===== config.mk =====
export PLATFORM = sky130hd
export DESIGN_NAME = agu_stage
export DESIGN_NICKNAME = d
export VERILOG_FILES = /design/src/lsu_pkg.sv /design/src/agu_stage.sv
export SDC_FILE = /design/constraint.sdc
export NUM_CORES = 1
export LEC_CHECK = 0
export BUFFER_PORTS_ARGS = -buffer_cell sky130_fd_sc_hd__buf_2
export CAP_MARGIN = 20
export CORE_MARGIN = 3
export CORE_UTILIZATION = 49
export DETAILED_ROUTE_END_ITERATION = 16
export PLACE_DENSITY = 0.82
export SLEW_MARGIN = 30
export SYNTH_ARGS = -nofsm -noshare
export SYNTH_HDL_FRONTEND = slang
export SYNTH_SLANG_ARGS = --single-unit

===== constraint.sdc =====
create_clock -name clk -period 5.5 [get_ports clk]
set_input_delay 0.275 -clock clk [delete_from_list [all_inputs] [get_ports clk]]
set_output_delay 0.275 -clock clk [all_outputs]
set_load 0.005 [all_outputs]

===== src/lsu_pkg.sv =====
package lsu_pkg;

  // ********************
  // widths
  // ********************

  // data and address width.
  localparam int xlen = 64;

  // ********************
  // operation encodings
  // ********************

  typedef enum logic [3:0] {
    op_addr = 4'd0,
    op_lb   = 4'd1,
    op_lh   = 4'd2,
    op_lw   = 4'd3,
    op_ld   = 4'd4,
    op_lbu  = 4'd5,
    op_lhu  = 4'd6,
    op_lwu  = 4'd7,
    op_sb   = 4'd8,
    op_sh   = 4'd9,
    op_sw   = 4'd10,
    op_sd   = 4'd11
  } mem_op_e;

  typedef enum logic [1:0] {
    size_b = 2'd0,
    size_h = 2'd1,
    size_w = 2'd2,
    size_d = 2'd3
  } mem_size_e;

  // one ram word, seen as lanes of each access size.
  typedef union packed {
    logic [xlen-1:0]  d;
    logic [7:0][7:0]  b;
    logic [3:0][15:0] h;
    logic [1:0][31:0] w;
  } ram_word_u;

endpackage

===== src/agu_stage.sv =====
`timescale 1ns/100ps

module agu_stage (
  input  logic                       clk,
  input  logic                       rst,

  input  logic                       issue_valid,
  input  lsu_pkg::mem_op_e           issue_op,
  input  logic [4:0]                 issue_rd,
  input  logic [lsu_pkg::xlen-1:0]   issue_base,
  input  logic [lsu_pkg::xlen-1:0]   issue_offset,
  input  logic [lsu_pkg::xlen-1:0]   issue_wdata,
  output logic                       issue_allowin,

  output logic                       agu_valid,
  output lsu_pkg::mem_op_e           agu_op,
  output logic [4:0]                 agu_rd,
  output logic [lsu_pkg::xlen-1:0]   agu_addr,
  output logic [lsu_pkg::xlen-1:0]   agu_wdata,
  input  logic                       mem_allowin
);

  import lsu_pkg::*;

  logic            valid_q;
  logic            accept;
  mem_op_e         op_q;
  logic [4:0]      rd_q;
  logic [xlen-1:0] addr_q;
  logic [xlen-1:0] wdata_q;

  // the address is ready as the item is latched, so the stage never waits.
  assign issue_allowin = !valid_q || mem_allowin;
  assign accept        = issue_valid && issue_allowin;

  always_ff @(posedge clk) begin
    if (rst) begin
      valid_q <= 1'b0;
    end else if (issue_allowin) begin
      valid_q <= issue_valid;
    end
  end

  always_ff @(posedge clk) begin
    if (accept) begin
      op_q    <= issue_op;
      rd_q    <= issue_rd;
      addr_q  <= issue_base + issue_offset;
      wdata_q <= issue_wdata;
    end
  end

  assign agu_valid = valid_q;
  assign agu_op    = op_q;
  assign agu_rd    = rd_q;
  assign agu_addr  = addr_q;
  assign agu_wdata = wdata_q;

endmodule


==> key figures <==
Timing
  • Final setup fails: 0
  • Final Critical Period: 2860 ps
  • Crit share post-route: 52.0%
  • Clock skew: 7.72 ps
  • RSZ-0062 raised after global routing: false
  • Pins Over Slew Limit: 0
  • Hold Fails Final Rpt: 0
  • Slew at the pin closest to its max-slew limit: 813 ps
  • Fmax: 350 MHz
  • Max-Slew Margin vs Limit: 45.8%
  • Setup TNS: 0 ps

Pwr
  • Combinational power share: 23.2%
  • Clock network fraction of design power: 35.2%
  • Sw Share: 28.1%
  • Overall power: 3.17 mW
  • Leakage: 4.71 nW
  • Internal Power: 2.28 mW
  • Pwr dens: 300 nW/um^2
  • Net switching power: 0.890 mW
  • Max IR drop VDD: 0.208 mV
  • Power share of the sequential group: 41.6%

Clock tree
  • H-tree depth: 4
  • Clk sinks: 138
  • CTS root buffer: clkbuf_16
  • Clk buf depth: 2
  • CTS tree: built
  • Worst-Skew Late Latency: 420 ps
  • Setup bufs post-CTS: 0
  • Clock transition at path regs: 60 ps
  • CTS Buf Count: 17

Synth
  • Share of the yosys chip area belonging to registers: 51.5%
  • Net Count, Synth: 968
  • Register bit total from synthesis: 138
  • Count leader, synth: edfxtp_1
  • Mapped cell area: 8030 sq um
  • Yosys top cell area share: 51.3%
  • Mean Syn Cell Area: 11.5 sq um
  • Cells after Synth: 699
  • Top cells by count, synth: edfxtp_1 (137), a21oi_1 (79), ha_1 (63)
  • Ys async rst share: 0%
  • Ys flop type: edfxtp_1
  • Unique masters post-synth: 70
  • YS warnings: 0
  • Post-synth EDFFs: 137
  • Synth area leader: edfxtp_1
  • Synth area leaders: edfxtp_1 (51%), ha_1 (9.8%), a21oi_1 (4.9%)

Route
  • Antenna-violating nets left: 0
  • Vias/cell: 5.56
  • Drt first pass iters: 5
  • WL final: 23900 um
  • Via count: 7156
  • 1st-iter DRT viols: 652
  • WL/cell: 18.6 um
  • DRC violations left: 0

Min path
  • Hold WC Path Type: input pin to register
  • Hold wc startpoint: issue_wdata[7]

Global route
  • Vias in the first global route: 6697
  • Total GRT Usage: 25.6%
  • Largest net degree at the start of global routing: 71
  • First-pass GRT wire length: 35200 um
  • Initial antenna violation count: 14
  • Grt ovf: 0

Place
  • Final HPWL DP: 19100 um
  • Port Buf Inserts: 343
  • Placed Area: 9940 sq um
  • GP Congestion: 0.948

Floorplanning
  • Starting Density: 50.3%
  • Die W: 134 um
  • Die Height: 134 um
  • Die area: 17900 sq um
  • # IOs: 344
  • Rows: 46
  • Area of the core: 15900 sq um

Worst setup path
  • Setup CP Type: input pin to register
  • WP data required: 5660 ps
  • Crit Path Max Fanout: 5
  • R2R Setup Slk: 3390 ps
  • Setup crit start: issue_base[0]
  • CP Launch Type: input pin
  • Critical R2R Launch: agu_valid
  • CP Capture Type: register
  • Arr. time, crit path: 3020 ps

Run status
  • Status: finished, final reports clean

Layout
  • Multi-input gate area: 3740 sq um
  • Total area of sequential cells: 4130 sq um
  • Final nets: 1313
  • Filler instances: 1246
  • Post-Layout Inst Area: 10600 sq um
  • Synthesis-to-layout area growth: 31.9%
  • Layout cells sized above 1: 38.3%

Flow run
  • Max-cap viol count: 0
[final timing paths]
check / cells after the start / to
worst max-delay path: 12 / agu_addr[60]
worst min-delay path: 1 / agu_wdata[7]
worst max register to register: 3 / agu_wdata[40]
worst min register to register: 2 / agu_valid
[logic make-up (layout without fill, tap and decap cells)]
family                   after synthesis  after routing  share of synthesized area, %
buffers and inverters                 38            396                          1.89
other                                  0             14                             0
AO/OA/AOI/OAI                        226            226                          19.1
XOR/XNOR                              59             59                          6.44
flip-flops                           138            138                          51.5
adder cells (fa/ha/maj)               64             64                          10.1
AND/OR/NAND/NOR                      174            174                          11.0
[layout by cell type, fill, tap and decap left out, types with 14 or more instances in the layout]
cell type	n
buf_2	343
xnor2_1	35
nand2_1	52
diode_2	14
xor2_1	24
o21bai_1	16
inv_1	18
nand4_1	14
edfxtp_1	137
nand3_1	16
ha_1	63
o21ai_0	27
nor2_1	44
clkbuf_16	17
a21oi_1	79
a21o_1	34
[critical path, cell delays in order]
cell	delay, ps
buf_2	100
ha_1	240
fa_1	430
a21oi_2	180
nor2_1	100
nor4_4	360
nor2_1	140
a21oi_2	310
o2111ai_1	210
a211o_1	340
a31oi_1	220
xnor2_1	90
[repair_timing]
| item | CTS | global route |
|---|---|---|
| gates resized for setup | 0 | 0 |
| hold buffers | 1 | 0 |
| endpoints found under the hold margin | 1 | 0 |
[through the flow]
stage | hold WS [ps] | worst slack, ps | std cells | util (%)
6_report | 31.1 | 2640 | 1287 | 66.4
5_1_grt | 8.93 | 2450 | 1287 | 66.4
4_1_cts | 8.51 | 2670 | 1272 | 66.0
3_5_place_dp | 441 | 2260 | 1239 | 62.3
3_3_place_gp | 435 | 2330 | 1239 | 62.3
2_1_floorplan | 344 | 1390 | 699 | -
[cell type report]
type / count / share of cell area, %
sequential: 138 / 39.1
multi-input combinational: 523 / 35.4
timing repair buffer: 346 / 16.6
clock buffer: 19 / 4.09
tap: 216 / 2.55
clock inverter: 13 / 1.37
inverter: 18 / 0.639
antenna: 14 / 0.331
[flip-flops by register name, summed over array words and instances, names as in the netlist]
register and cells:
agu_op 4, agu_rd 5, agu_wdata 64, agu_valid 1, agu_addr 64
[per-layer routing]
layer  vias up  wire length, um  global-route usage, %
li1       3381                -                      -
met1      3357             9320                   31.5
met2       374            12000                   42.7
met3        44             1960                   5.81
met4         0              654                   12.3
met5         -                0                      0
[power groups by stage]
| stage | Sequential [mW] | Combinational [mW] | Clock, mW |
|---|---|---|---|
| 2_1_floorplan | 1.36 | 0.422 | 0 |
| 3_3_place_gp | 1.34 | 0.710 | 0 |
| 3_5_place_dp | 1.34 | 0.722 | 0 |
| 4_1_cts | 1.32 | 0.727 | 1.14 |
| 5_1_grt | 1.33 | 0.805 | 1.18 |
| 6_report | 1.32 | 0.735 | 1.12 |
Note: power is estimated with default switching activity, not from simulation.
