==> src/lsu_pkg.sv <==
package lsu_pkg;

  // ********************
  // widths
  // ********************

  // data and address width.
  localparam int xlen = 64;

  // ********************
  // operation encodings
  // ********************

  typedef enum logic [3:0] {
    op_addr = 4'd0,
    op_lb   = 4'd1,
    op_lh   = 4'd2,
    op_lw   = 4'd3,
    op_ld   = 4'd4,
    op_lbu  = 4'd5,
    op_lhu  = 4'd6,
    op_lwu  = 4'd7,
    op_sb   = 4'd8,
    op_sh   = 4'd9,
    op_sw   = 4'd10,
    op_sd   = 4'd11
  } mem_op_e;

  typedef enum logic [1:0] {
    size_b = 2'd0,
    size_h = 2'd1,
    size_w = 2'd2,
    size_d = 2'd3
  } mem_size_e;

  // one ram word, seen as lanes of each access size.
  typedef union packed {
    logic [xlen-1:0]  d;
    logic [7:0][7:0]  b;
    logic [3:0][15:0] h;
    logic [1:0][31:0] w;
  } ram_word_u;

endpackage
==> src/mem_stage.sv <==
`timescale 1ns/100ps

module mem_stage (
  input  logic                       clk,
  input  logic                       rst,

  input  logic                       agu_valid,
  input  lsu_pkg::mem_op_e           agu_op,
  input  logic [4:0]                 agu_rd,
  input  logic [lsu_pkg::xlen-1:0]   agu_addr,
  input  logic [lsu_pkg::xlen-1:0]   agu_wdata,
  output logic                       mem_allowin,

  output logic                       mem_valid,
  output logic [4:0]                 mem_rd,
  output logic                       mem_we,
  output logic [lsu_pkg::xlen-1:0]   mem_data,
  input  logic                       wb_allowin,

  output logic                       rw_valid,
  output logic                       rw_write,
  output logic [lsu_pkg::xlen-1:0]   rw_addr,
  output lsu_pkg::mem_size_e         rw_size,
  output logic [lsu_pkg::xlen-1:0]   rw_wdata,
  input  logic                       rw_ready,
  input  logic [lsu_pkg::xlen-1:0]   rw_rdata
);

  import lsu_pkg::*;

  localparam logic [1:0] st_idle = 2'd0;
  localparam logic [1:0] st_addr = 2'd1;
  localparam logic [1:0] st_retn = 2'd2;

  logic            valid_q;
  mem_op_e         op_q;
  logic [4:0]      rd_q;
  logic [xlen-1:0] addr_q;
  logic [xlen-1:0] wdata_q;
  logic [1:0]      state;
  logic [1:0]      next_state;
  logic            ready_go;
  logic            refresh;
  logic            in_mem;
  logic            is_mem;
  logic            is_store;
  logic            rw_hs;
  mem_size_e       size;
  logic [xlen-1:0] load_q;
  logic [xlen-1:0] load_ext;
  ram_word_u       rd_word;

  // ********************
  // pipeline control
  // ********************

  assign is_mem      = op_q != op_addr;
  assign in_mem      = agu_op != op_addr;
  assign ready_go    = is_mem ? (state == st_retn) : 1'b1;
  assign mem_allowin = !valid_q || (ready_go && wb_allowin);
  assign refresh     = agu_valid && mem_allowin;
  assign mem_valid   = valid_q && ready_go;

  always_ff @(posedge clk) begin
    if (rst) begin
      valid_q <= 1'b0;
    end else if (mem_allowin) begin
      valid_q <= agu_valid;
    end
  end

  always_ff @(posedge clk) begin
    if (refresh) begin
      op_q    <= agu_op;
      rd_q    <= agu_rd;
      addr_q  <= agu_addr;
      wdata_q <= agu_wdata;
    end
  end

  // ********************
  // request fsm
  // ********************

  assign rw_hs = rw_valid && rw_ready;

  always_ff @(posedge clk) begin
    if (rst) begin
      state <= st_idle;
    end else begin
      state <= next_state;
    end
  end

  always_comb begin
    next_state = state;
    case (state)
      st_idle: if (refresh && in_mem) next_state = st_addr;
      st_addr: if (rw_hs) next_state = st_retn;
      // leaving return, a new memory item goes straight to addr.
      st_retn: if (mem_allowin) next_state = (refresh && in_mem) ? st_addr : st_idle;
      default: next_state = st_idle;
    endcase
  end

  // ********************
  // decode and data path
  // ********************

  always_comb begin
    case (op_q)
      op_lb, op_lbu, op_sb: size = size_b;
      op_lh, op_lhu, op_sh: size = size_h;
      op_lw, op_lwu, op_sw: size = size_w;
      default:              size = size_d;
    endcase
  end

  assign is_store = (op_q == op_sb) || (op_q == op_sh) || (op_q == op_sw) || (op_q == op_sd);

  assign rw_valid = state == st_addr;
  assign rw_write = is_store;
  assign rw_addr  = addr_q;
  assign rw_size  = size;

  always_comb begin
    case (size)
      size_b:  rw_wdata = {{(xlen-8){1'b0}}, wdata_q[7:0]};
      size_h:  rw_wdata = {{(xlen-16){1'b0}}, wdata_q[15:0]};
      size_w:  rw_wdata = {{(xlen-32){1'b0}}, wdata_q[31:0]};
      default: rw_wdata = wdata_q;
    endcase
  end

  // read data arrives right-aligned, so lane 0 of each view.
  assign rd_word = rw_rdata;

  always_comb begin
    case (op_q)
      op_lb:   load_ext = {{(xlen-8){rd_word.b[0][7]}}, rd_word.b[0]};
      op_lh:   load_ext = {{(xlen-16){rd_word.h[0][15]}}, rd_word.h[0]};
      op_lw:   load_ext = {{(xlen-32){rd_word.w[0][31]}}, rd_word.w[0]};
      op_lbu:  load_ext = {{(xlen-8){1'b0}}, rd_word.b[0]};
      op_lhu:  load_ext = {{(xlen-16){1'b0}}, rd_word.h[0]};
      op_lwu:  load_ext = {{(xlen-32){1'b0}}, rd_word.w[0]};
      default: load_ext = rd_word.d;
    endcase
  end

  always_ff @(posedge clk) begin
    if (rw_hs && !rw_write) begin
      load_q <= load_ext;
    end
  end

  assign mem_rd   = rd_q;
  assign mem_we   = !is_store;
  assign mem_data = (is_mem && !is_store) ? load_q : addr_q;

endmodule

==> config.mk <==
export PLATFORM = sky130hd
export DESIGN_NAME = mem_stage
export DESIGN_NICKNAME = d
export VERILOG_FILES = /design/src/lsu_pkg.sv /design/src/mem_stage.sv
export SDC_FILE = /design/constraint.sdc
export NUM_CORES = 1
export LEC_CHECK = 0
export ABC_CLOCK_PERIOD_IN_PS = 4200
export BUFFER_PORTS_ARGS = -buffer_cell sky130_fd_sc_hd__buf_2
export CAP_MARGIN = 25
export CORE_AREA = 3 3 160 162
export DETAILED_ROUTE_END_ITERATION = 6
export DIE_AREA = 0 0 163 165
export PLACE_DENSITY = 0.64
export SLEW_MARGIN = 30
export SYNTH_ARGS = -nofsm -noshare
export SYNTH_HDL_FRONTEND = slang
export SYNTH_SLANG_ARGS = --single-unit
==> constraint.sdc <==
create_clock -name clk -period 4.2 [get_ports clk]
set_input_delay 0.42 -clock clk [delete_from_list [all_inputs] [get_ports clk]]
set_output_delay 0.42 -clock clk [all_outputs]
set_load 0.01 [all_outputs]
==> reports/metrics.cfg <==
[critical_path]
crit_required_ps=3780
path_max_fanout=43
slowest_delay_ps=550
crit_slowest_cell=edfxtp_1
end_kind=output port
cp-startpoint=op_q[1]
crit_type=reg -> out
cp_top_family=buffers and inverters
crit_chain=o21bai_4 -> buf_4 -> nor2b_4 -> buf_12 -> mux2_2 -> buf_2
reg2reg_slack_ps=1550
r2r_start=op_q[3]
worst-path-buf-inv=3
arrival_ps=2990
cp-start-kind=flip-flop

[detailed_routing]
num_vias=5688
finalWirelength_mm=22.78
ant_nets=0
vias_per_cell=4.554
drtIter0Drc=297
drc=0
firstDrtPassIters=4
post_drt_wl_per_cell_um=18.24

[grt]
grt_overflow=0
grt_pass1_vias=5830
grt_max_degree=85
antenna_found_initial=1
grt_use_total_pct=16.04
grt_pass1_wl_mm=33.22

[sta]
fin_crit_sh_pct=81.13
fin_hold_ws_ps=82.60
setup-violations-final=0
maxSlewHeadroom_pct=45.89
clock.fmax_mhz=293.5
maxSlewViolCount=0
fin_tns_setup_ps=0
finClkSkew_ps=10.85
rsz0062_at_grt=no
layout_min_cycle_time_ps=3407
hold_viol=0
tightestPinTransition_ps=806.9

[pwr]
leakage_nw=5.251
powerDensity_mw_per_mm2=433.6
ir_drop_uv=336.4

[synthesis]
syn-instance-count=500
synthFlopType=edfxtp_1
synth.yosys.seq_area_share_pct=72.35
synth_top_area_share_pct=71.17
synth_edf_count=201
yosysMostFrequentCell=edfxtp_1
synth_nets=706
synth.top_cells.by_area=edfxtp_1, mux2_4, and3_1, a21o_1, nand3_1
synth.distinct_cells=35
netlist_area_mm2=0.008481
ys_ff_latch=206
syn_avg_cell_area_um2=16.96
async_flop_share_pct=0
synth_top_cell_by_area=edfxtp_1
ys_warn_count=0
synth_common_cells=edfxtp_1, mux2_4, nand2_1

[layout]
nets=1116
layout-drive-gt1-share_pct=56.93
area.growth.synth_to_final_pct=35.76

[floorplan]
die_h_um=165
rows=57
start_util_pct=34.97
ioPinCount=410
dieWidth_um=163
core_mm2=0.02425
dieArea_mm2=0.02690

[clock_tree]
cts.sinks=206
cts_setup_buffers=0
htree_num_levels=1
clock_path_buffers=3
cts_resized=0
insertion_delay_ps=510
path_clk_slew_ps=60
cts_hold_buf=0
clockRootBuffer=clkbuf_16
cts_buffers=23
cts_tree=built

[flow_run]
drv_cap=0

[worst_hold_path]
hp-class=in -> reg
min_from=agu_wdata[0]

[status]
status=finished, final reports clean

[placement]
place.detailed.hpwl_mm=17.18
io_buffers=409
gp_congestion=0.7834

-- layout make-up --
cell class                      count  area, um2
Antenna cell                        1      2.502
Inverter                            6      27.53
Sequential cell                   206       6137
Tap cell                          324      405.4
Clock inverter                      9      97.59
Multi-Input combinational cell    251       2085
Clock buffer                       30      601.8
Timing Repair Buffer              422       2157
Fill cell                        2182      12730
-- sequential cells by signal (all words and copies together) (netlist names) --
name     flops
valid_q      1
mem_rd       5
wdata_q     64
state        2
op_q         4
rw_addr     64
load_q      64
rw_size      2
-- through the flow --
stage,total power [W],utilization (%),cells,worst slack (ps),cell area [um2]
2_1_floorplan,0.002857,-,500,46.36,8481
3_3_place_gp,0.003150,44.56,1209,1347,10810
3_5_place_dp,0.003160,44.57,1209,1303,10810
4_1_cts,0.005081,47.45,1248,736.0,11510
5_1_grt,0.005205,47.47,1248,601.7,11510
6_report,0.004993,47.48,1249,792.6,11510
-- power by group --
group | internal (W) | leakage, nW | switching (W)
Sequential | 0.00240 | 1.92 | 0.0000638
Clock | 0.00113 | 0.337 | 0.000760
Combinational | 0.000314 | 2.99 | 0.000331
-- cells in the final DEF, fill, tap and decap left out, types with 16 or more instances in the layout --
cell type	synthesis	layout
and2_1	16	16
buf_2	3	409
mux2_4	60	60
and3_1	33	32
a21o_1	25	25
nand3_1	33	33
nand2_1	36	36
edfxtp_1	201	201
clkbuf_16	0	23
-- layer usage --
metal / routed length [um] / vias up / track usage (%)
met2: 12090 / 267 / 29.82
met5: 13 / - / 0
met4: 480 / 2 / 4.075
li1: - / 2692 / -
met3: 1939 / 31 / 4.515
met1: 8257 / 2696 / 18.13
-- path summary, 6_finish.rpt --
path | to | depth (start not counted)
worst max register to register | rw_addr[23] | 4
worst min-delay path | wdata_q[0] | 1
worst min register to register | state[0] | 1
worst max-delay path | mem_data[63] | 6
-- cells by family after synthesis --
family,count (synthesis),share of synthesized area [%]
AOI/OAI and AO/OA,36,3.467
DFF,206,72.35
and+or+nand+nor,147,9.413
xor gates and xnor gates,1,0.1033
buffers and inverters,43,3.142
muxes,67,11.52
No activity file was read; power rests on OpenSTA's default activity.
