$ cat config.mk
export PLATFORM = sky130hd
export DESIGN_NAME = wb_stage
export DESIGN_NICKNAME = d
export VERILOG_FILES = /design/src/lsu_pkg.sv /design/src/wb_stage.sv
export SDC_FILE = /design/constraint.sdc
export NUM_CORES = 1
export LEC_CHECK = 0
export BUFFER_PORTS_ARGS = -buffer_cell sky130_fd_sc_hd__buf_2
export CAP_MARGIN = 20
export CORE_UTILIZATION = 23
export CTS_BUF_LIST = sky130_fd_sc_hd__clkbuf_2
export DETAILED_ROUTE_END_ITERATION = 10
export SLEW_MARGIN = 40
export SYNTH_ARGS = -nofsm -noshare
export SYNTH_HDL_FRONTEND = slang
export SYNTH_SLANG_ARGS = --single-unit
$ cat constraint.sdc
create_clock -name clk -period 0.8 [get_ports clk]
set_input_delay 0.04 -clock clk [delete_from_list [all_inputs] [get_ports clk]]
set_output_delay 0.04 -clock clk [all_outputs]
set_load 0.02 [all_outputs]
$ cat src/lsu_pkg.sv
package lsu_pkg;

  // ********************
  // widths
  // ********************

  // data and address width.
  localparam int xlen = 64;

  // ********************
  // operation encodings
  // ********************

  typedef enum logic [3:0] {
    op_addr = 4'd0,
    op_lb   = 4'd1,
    op_lh   = 4'd2,
    op_lw   = 4'd3,
    op_ld   = 4'd4,
    op_lbu  = 4'd5,
    op_lhu  = 4'd6,
    op_lwu  = 4'd7,
    op_sb   = 4'd8,
    op_sh   = 4'd9,
    op_sw   = 4'd10,
    op_sd   = 4'd11
  } mem_op_e;

  typedef enum logic [1:0] {
    size_b = 2'd0,
    size_h = 2'd1,
    size_w = 2'd2,
    size_d = 2'd3
  } mem_size_e;

  // one ram word, seen as lanes of each access size.
  typedef union packed {
    logic [xlen-1:0]  d;
    logic [7:0][7:0]  b;
    logic [3:0][15:0] h;
    logic [1:0][31:0] w;
  } ram_word_u;

endpackage
$ cat src/wb_stage.sv
`timescale 1ns/100ps

module wb_stage (
  input  logic                       clk,
  input  logic                       rst,

  input  logic                       mem_valid,
  input  logic [4:0]                 mem_rd,
  input  logic                       mem_we,
  input  logic [lsu_pkg::xlen-1:0]   mem_data,
  output logic                       wb_allowin,

  output logic                       retire_valid,
  output logic [4:0]                 retire_rd,
  output logic                       retire_we,
  output logic [lsu_pkg::xlen-1:0]   retire_data
);

  import lsu_pkg::*;

  logic            valid_q;
  logic            accept;
  logic [4:0]      rd_q;
  logic            we_q;
  logic [xlen-1:0] data_q;

  // drains every cycle.
  assign wb_allowin = 1'b1;
  assign accept     = mem_valid && wb_allowin;

  always_ff @(posedge clk) begin
    if (rst) begin
      valid_q <= 1'b0;
    end else begin
      valid_q <= accept;
    end
  end

  always_ff @(posedge clk) begin
    if (accept) begin
      rd_q   <= mem_rd;
      we_q   <= mem_we;
      data_q <= mem_data;
    end
  end

  assign retire_valid = valid_q;
  assign retire_rd    = rd_q;
  assign retire_we    = we_q;
  assign retire_data  = data_q;

endmodule

==> metrics.cfg, run 1 <==
[die]
row_count = 34
die-height_um = 98.6
dieWidth_um = 98.6
start_util_pct = 24.1
core-area_um2 = 8890
dieArea_um2 = 9730
io_pins = 145

[yosys]
ys_top_cells_by_area = edfxtp_1 98%, dfxtp_1 0.93%, nor2b_4 0.64%
synth_common_cells = 70 x edfxtp_1, 1 x buf_4, 1 x conb_1, 1 x dfxtp_1, 1 x nor2b_4
synth_top_area_cell = edfxtp_1
synthesis.area_um2 = 2150
yosysWarnings = 0
yosysSeqAreaShare_pct = 98.8
synth.most_common_cell = edfxtp_1
synth_edf_count = 70
syn_nets = 147
syn_area_per_cell_um2 = 29.0
synth_top_area_share_pct = 97.9
ys_types = 5
synth-async-reset-ratio_pct = 0
syn_inst = 74
synth-seq-cells = 71
synth_ff_type = edfxtp_1

[setup_path]
cp_top_family = flip-flops
cp_cell_sequence = buf_6
crit_slowest_cell = edfxtp_1
cp-startpoint = retire_data[39]
startpoint_type = register
worstPathBufferInverterCount = 1
path_depth = 1
cp.arrival_ps = 1070
path_max_fanout = 1
cp_slowest_stage_delay_ps = 450
worst_setup_path_end_kind = output pin
cp.required_ps = 760
crit_path_end = retire_data[39]
crit_type = reg -> out

[pwr]
powerDensity_nw_per_um2 = 1930
swShare_pct = 24.1
design_power_total_mw = 8.24
leakage_nw = 1.79
intPower_mw = 6.25
power_frac_clock_pct = 26.8
ir_worst_vdd_mv = 1.18
seqPwrFrac_pct = 55.1
p_switching_mw = 1.99
pwr-share-comb_pct = 18.1

[drt]
drt_iter0_markers = 46
wl_per_cell_um = 14.0
vias_per_cell = 3.83
finalWirelength_mm = 5.80
vias = 1591
drc = 0
antenna_left = 0
first_pass_iters = 4

[global_route]
gr-total-overflow = 0
grt.total_usage_pct = 11.8
antenna_found_initial = 0
grt_max_degree = 35
grt_pass1_wl_mm = 8.38
grt_pass1_vias = 1793

[timing]
fin_ws_ps = -312
fmax_mhz = 899
setup_violations = 82
rsz0062_at_grt = yes
final-max-slew-violation-count = 0
period_minus_slack_ps = 1110
hold_viol_final = 0
post-route-period-util_pct = 139

[clock_tree]
cts_root_buf = clkbuf_2
clkTransAtPathRegs_ps = 190
cts-htree-levels = 3
cts_tree = built
clockBufferDepth = 2
clock-sinks = 71
cts_made_buffers = 9

[layout]
final_area_um2 = 4260
final_util_pct = 47.9
insertedDiodeCount = 0
nFillCells = 762
area_delta_synth_final_pct = 98.5
finalNetCount = 375
drive_gt1_share_pct = 52.8

[outcome]
status = complete, but fails checks
failed_checks = setup timing

[min_path]
worstHoldPathType = in -> reg
whs_path_depth = 2

[job]
maxCapViolations = 0

[placement]
placed_cell_area_um2 = 3030
dp.final_hpwl_mm = 3.63
pre_cts_ws_ps = 49.1
place_congestion = 0.635
port_buffers = 143

logic make-up after synthesis:
logic type    after synthesis  synth area share, %
flops                      71                 98.8
other cells                 1                0.175
simple gates                1                0.641
buf+inv                     1                0.350
metal layers:
layer	track usage [%]	up-vias	part of all wire (%)
met2	22.9	85	57
met1	10.5	751	34
li1	-	750	-
met4	3.44	0	0.60
met3	6.17	5	8.2
met5	0	-	0
cell usage in the layout (no fill, tap or decap):
cell type / Yosys / routed
buf_2: 0 / 82
buf_12: 0 / 1
buf_4: 1 / 2
clkinv_2: 0 / 1
dfxtp_2: 0 / 1
clkinv_1: 0 / 2
dlygate4sd3_1: 0 / 72
clkinvlp_4: 0 / 2
conb_1: 1 / 1
clkbuf_2: 0 / 9
nor2b_4: 1 / 1
buf_6: 0 / 61
bufinv_16: 0 / 2
edfxtp_1: 70 / 70
flip-flops by register name, indices dropped and copies added (netlist names):
name / count
retire_data: 64
retire_rd: 5
retire_valid: 1
retire_we: 1
power groups by stage:
stage                     combinational [mW]  clock (mW)  sequential, mW
after floorplan                       0.0122           0            4.95
after global placement                 0.927           0            4.55
after detailed placement               0.937           0            4.56
after CTS                               1.31        2.34            4.50
after global routing                    1.56        2.43            4.57
final                                   1.49        2.21            4.54
layout make-up:
class	instances	area [um^2]	share of cell area (%)
Clock buffer	9	45.0	1.06
Clock inverter	7	87.6	2.06
Multi-Input combinational cell	2	17.5	0.411
Sequential cell	71	2120	49.8
Tap cell	108	135	3.17
Timing Repair Buffer	218	1850	43.5
metrics by stage:
step	instances	hold slack, ps	TNS, ps
after floorplan	74	104	0
after global placement	327	217	0
after detailed placement	327	218	0
after CTS	415	181	-24530
after global routing	415	157	-27920
final	415	255	-19310
how the worst min path moves through the flow:
| stage | start | endpoint | slack (ps) |
|---|---|---|---|
| after detailed placement | mem_rd[4] | retire_rd[4] | 220 |
| after floorplan | rst | retire_valid | 100 |
| after global routing | mem_data[24] | retire_data[24] | 160 |
| final | mem_data[24] | retire_data[24] | 260 |
| after global placement | mem_data[52] | retire_data[52] | 220 |
| after CTS | mem_data[52] | retire_data[52] | 180 |
timing repair:
item / 4_1_cts / 5_1_grt
hold buffers: 72 / 0
buffers inserted: 0 / 0
resized for setup: 45 / 78
setup endpoints to repair: 71 / 71
hold endpoints to repair: 105 / 0
(Power assumes the default switching activity.)
==> run 2, diff against run 1 <==
--- a/config.mk
+++ b/config.mk
@@ -12,2 +12,3 @@
 export DETAILED_ROUTE_END_ITERATION = 10
+export SETUP_SLACK_MARGIN = 0.15
 export SLEW_MARGIN = 40
--- a/constraint.sdc
+++ b/constraint.sdc
@@ -3,2 +3,2 @@
 set_output_delay 0.04 -clock clk [all_outputs]
-set_load 0.02 [all_outputs]
+set_load 0.1 [all_outputs]
==> metrics.cfg, run 2 (synthesized netlist as in run 1, its figures left out) <==
[pwr]
leakage_nw = 2.06
ir_worst_vdd_mv = 1.02
design_power_total_mw = 11.0
powerDensity_nw_per_um2 = 2220

[die]
die-height_um = 98.6
start_util_pct = 24.1
dieArea_um2 = 9730
dieWidth_um = 98.6
core-area_um2 = 8890
io_pins = 145
row_count = 34

[drt]
drc = 0
antenna_left = 0
wl_per_cell_um = 13.6
vias_per_cell = 3.80
first_pass_iters = 4
finalWirelength_mm = 5.60
vias = 1568
drt_iter0_markers = 45

[clock_tree]
cts_made_buffers = 9
cts_tree = built
clock-sinks = 71
clockBufferDepth = 2
postCtsSetupBuffers = 0
cts_root_buf = clkbuf_2
clkTransAtPathRegs_ps = 190
cts_hold_buf = 71
cts-htree-levels = 3

[timing]
fin_ws_ps = -377
final-max-slew-violation-count = 0
fmax_mhz = 850
setup_violations = 71
post-route-period-util_pct = 147
rsz0062_at_grt = yes
hold_ws_ps = 37.2
period_minus_slack_ps = 1180
tns_ps = -24660
hold_viol_final = 0

[setup_path]
crit_type = reg -> out
cp_top_family = flip-flops
cp.arrival_ps = 1140
worstPathBufferInverterCount = 1
startpoint_type = register
cp_cell_sequence = buf_12
crit_slowest_cell = edfxtp_1
worst_setup_path_end_kind = output pin
cp.required_ps = 760
path_max_fanout = 1
cp_slowest_stage_delay_ps = 470

[layout]
insertedDiodeCount = 0
mostFrequentLayoutCell = buf_12
drive_gt1_share_pct = 52.8
area_delta_synth_final_pct = 131
largest_reg_flops = 64
layout_common_cells = 73 x buf_12, 72 x buf_2, 71 x dlygate4sd3_1
finalNetCount = 373
fin_cells = 413

[placement]
port_buffers = 143
placedCellCount = 326
place_congestion = 0.618

[outcome]
status = complete, but fails checks
failed_checks = setup timing

[global_route]
grt_max_degree = 38
antenna_found_initial = 0
grt_pass1_wl_mm = 8.67
use_met3_pct = 4.89
gr-total-overflow = 0
grt.total_usage_pct = 12.1
grt_use_met1_pct = 12.4
grt_pass1_vias = 1775
grt_use_met2_pct = 21.6
top_usage_layer = met2

[min_path]
worstHoldPathType = in -> reg

[job]
maxCapViolations = 0

==> run 2: changes by cell type in the layout (fill, tap and decap cells not counted), sizes merged <==
cell	change
clkinvlp	-2
buf	-1
bufinv	+1
clkinv	+1
dlygate4sd3	-1
==> run 2: tightest hold or removal path, delay by kind of cell <==
kind,cells,cell delay (ps)
buffers and inverters,2,310
AND/OR/NAND/NOR,1,140
==> run 2: final cells by class <==
type	instances	area (um^2)
clock buffer	9	45.0
clock inverter	7	111
fill	669	3930
multi-input combinational	2	17.5
sequential	71	2120
tap	108	135
timing repair buffer	216	2530
==> run 2: final timing paths <==
check	from	to	slack (ps)	depth (start not counted)
worst max-delay path	retire_data[59]	retire_data[59]	-380	1
worst min-delay path	mem_valid	retire_valid	40	3
==> run 2: stage by stage <==
step                cell area [um^2]  setup WS [ps]  utilization (%)
floorplan                       2150           -144                -
global placement                4100           67.2             46.1
detailed placement              4100           61.3             46.1
CTS                             4960           -454             55.8
global route                    4960           -496             55.8
finish                          4960           -377             55.8
==> run 2: report_power, final <==
group	switching (mW)	leakage, nW	internal, mW
Combinational	2.39	1.28	1.42
Sequential	0.233	0.694	4.42
Clock	1.21	0.0909	1.33
Total	3.83	2.06	7.17
==> run 2: timing repair <==
action,in CTS,in global routing
setup endpoints to repair,71,71
endpoints found under the hold margin,111,12
gates resized for setup,0,0
==> run 2: metal layers <==
metal | routed length, um | up-vias
met4 | 77 | 0
met3 | 473 | 9
met1 | 2050 | 723
met2 | 3000 | 89
met5 | 0 | -
li1 | - | 747
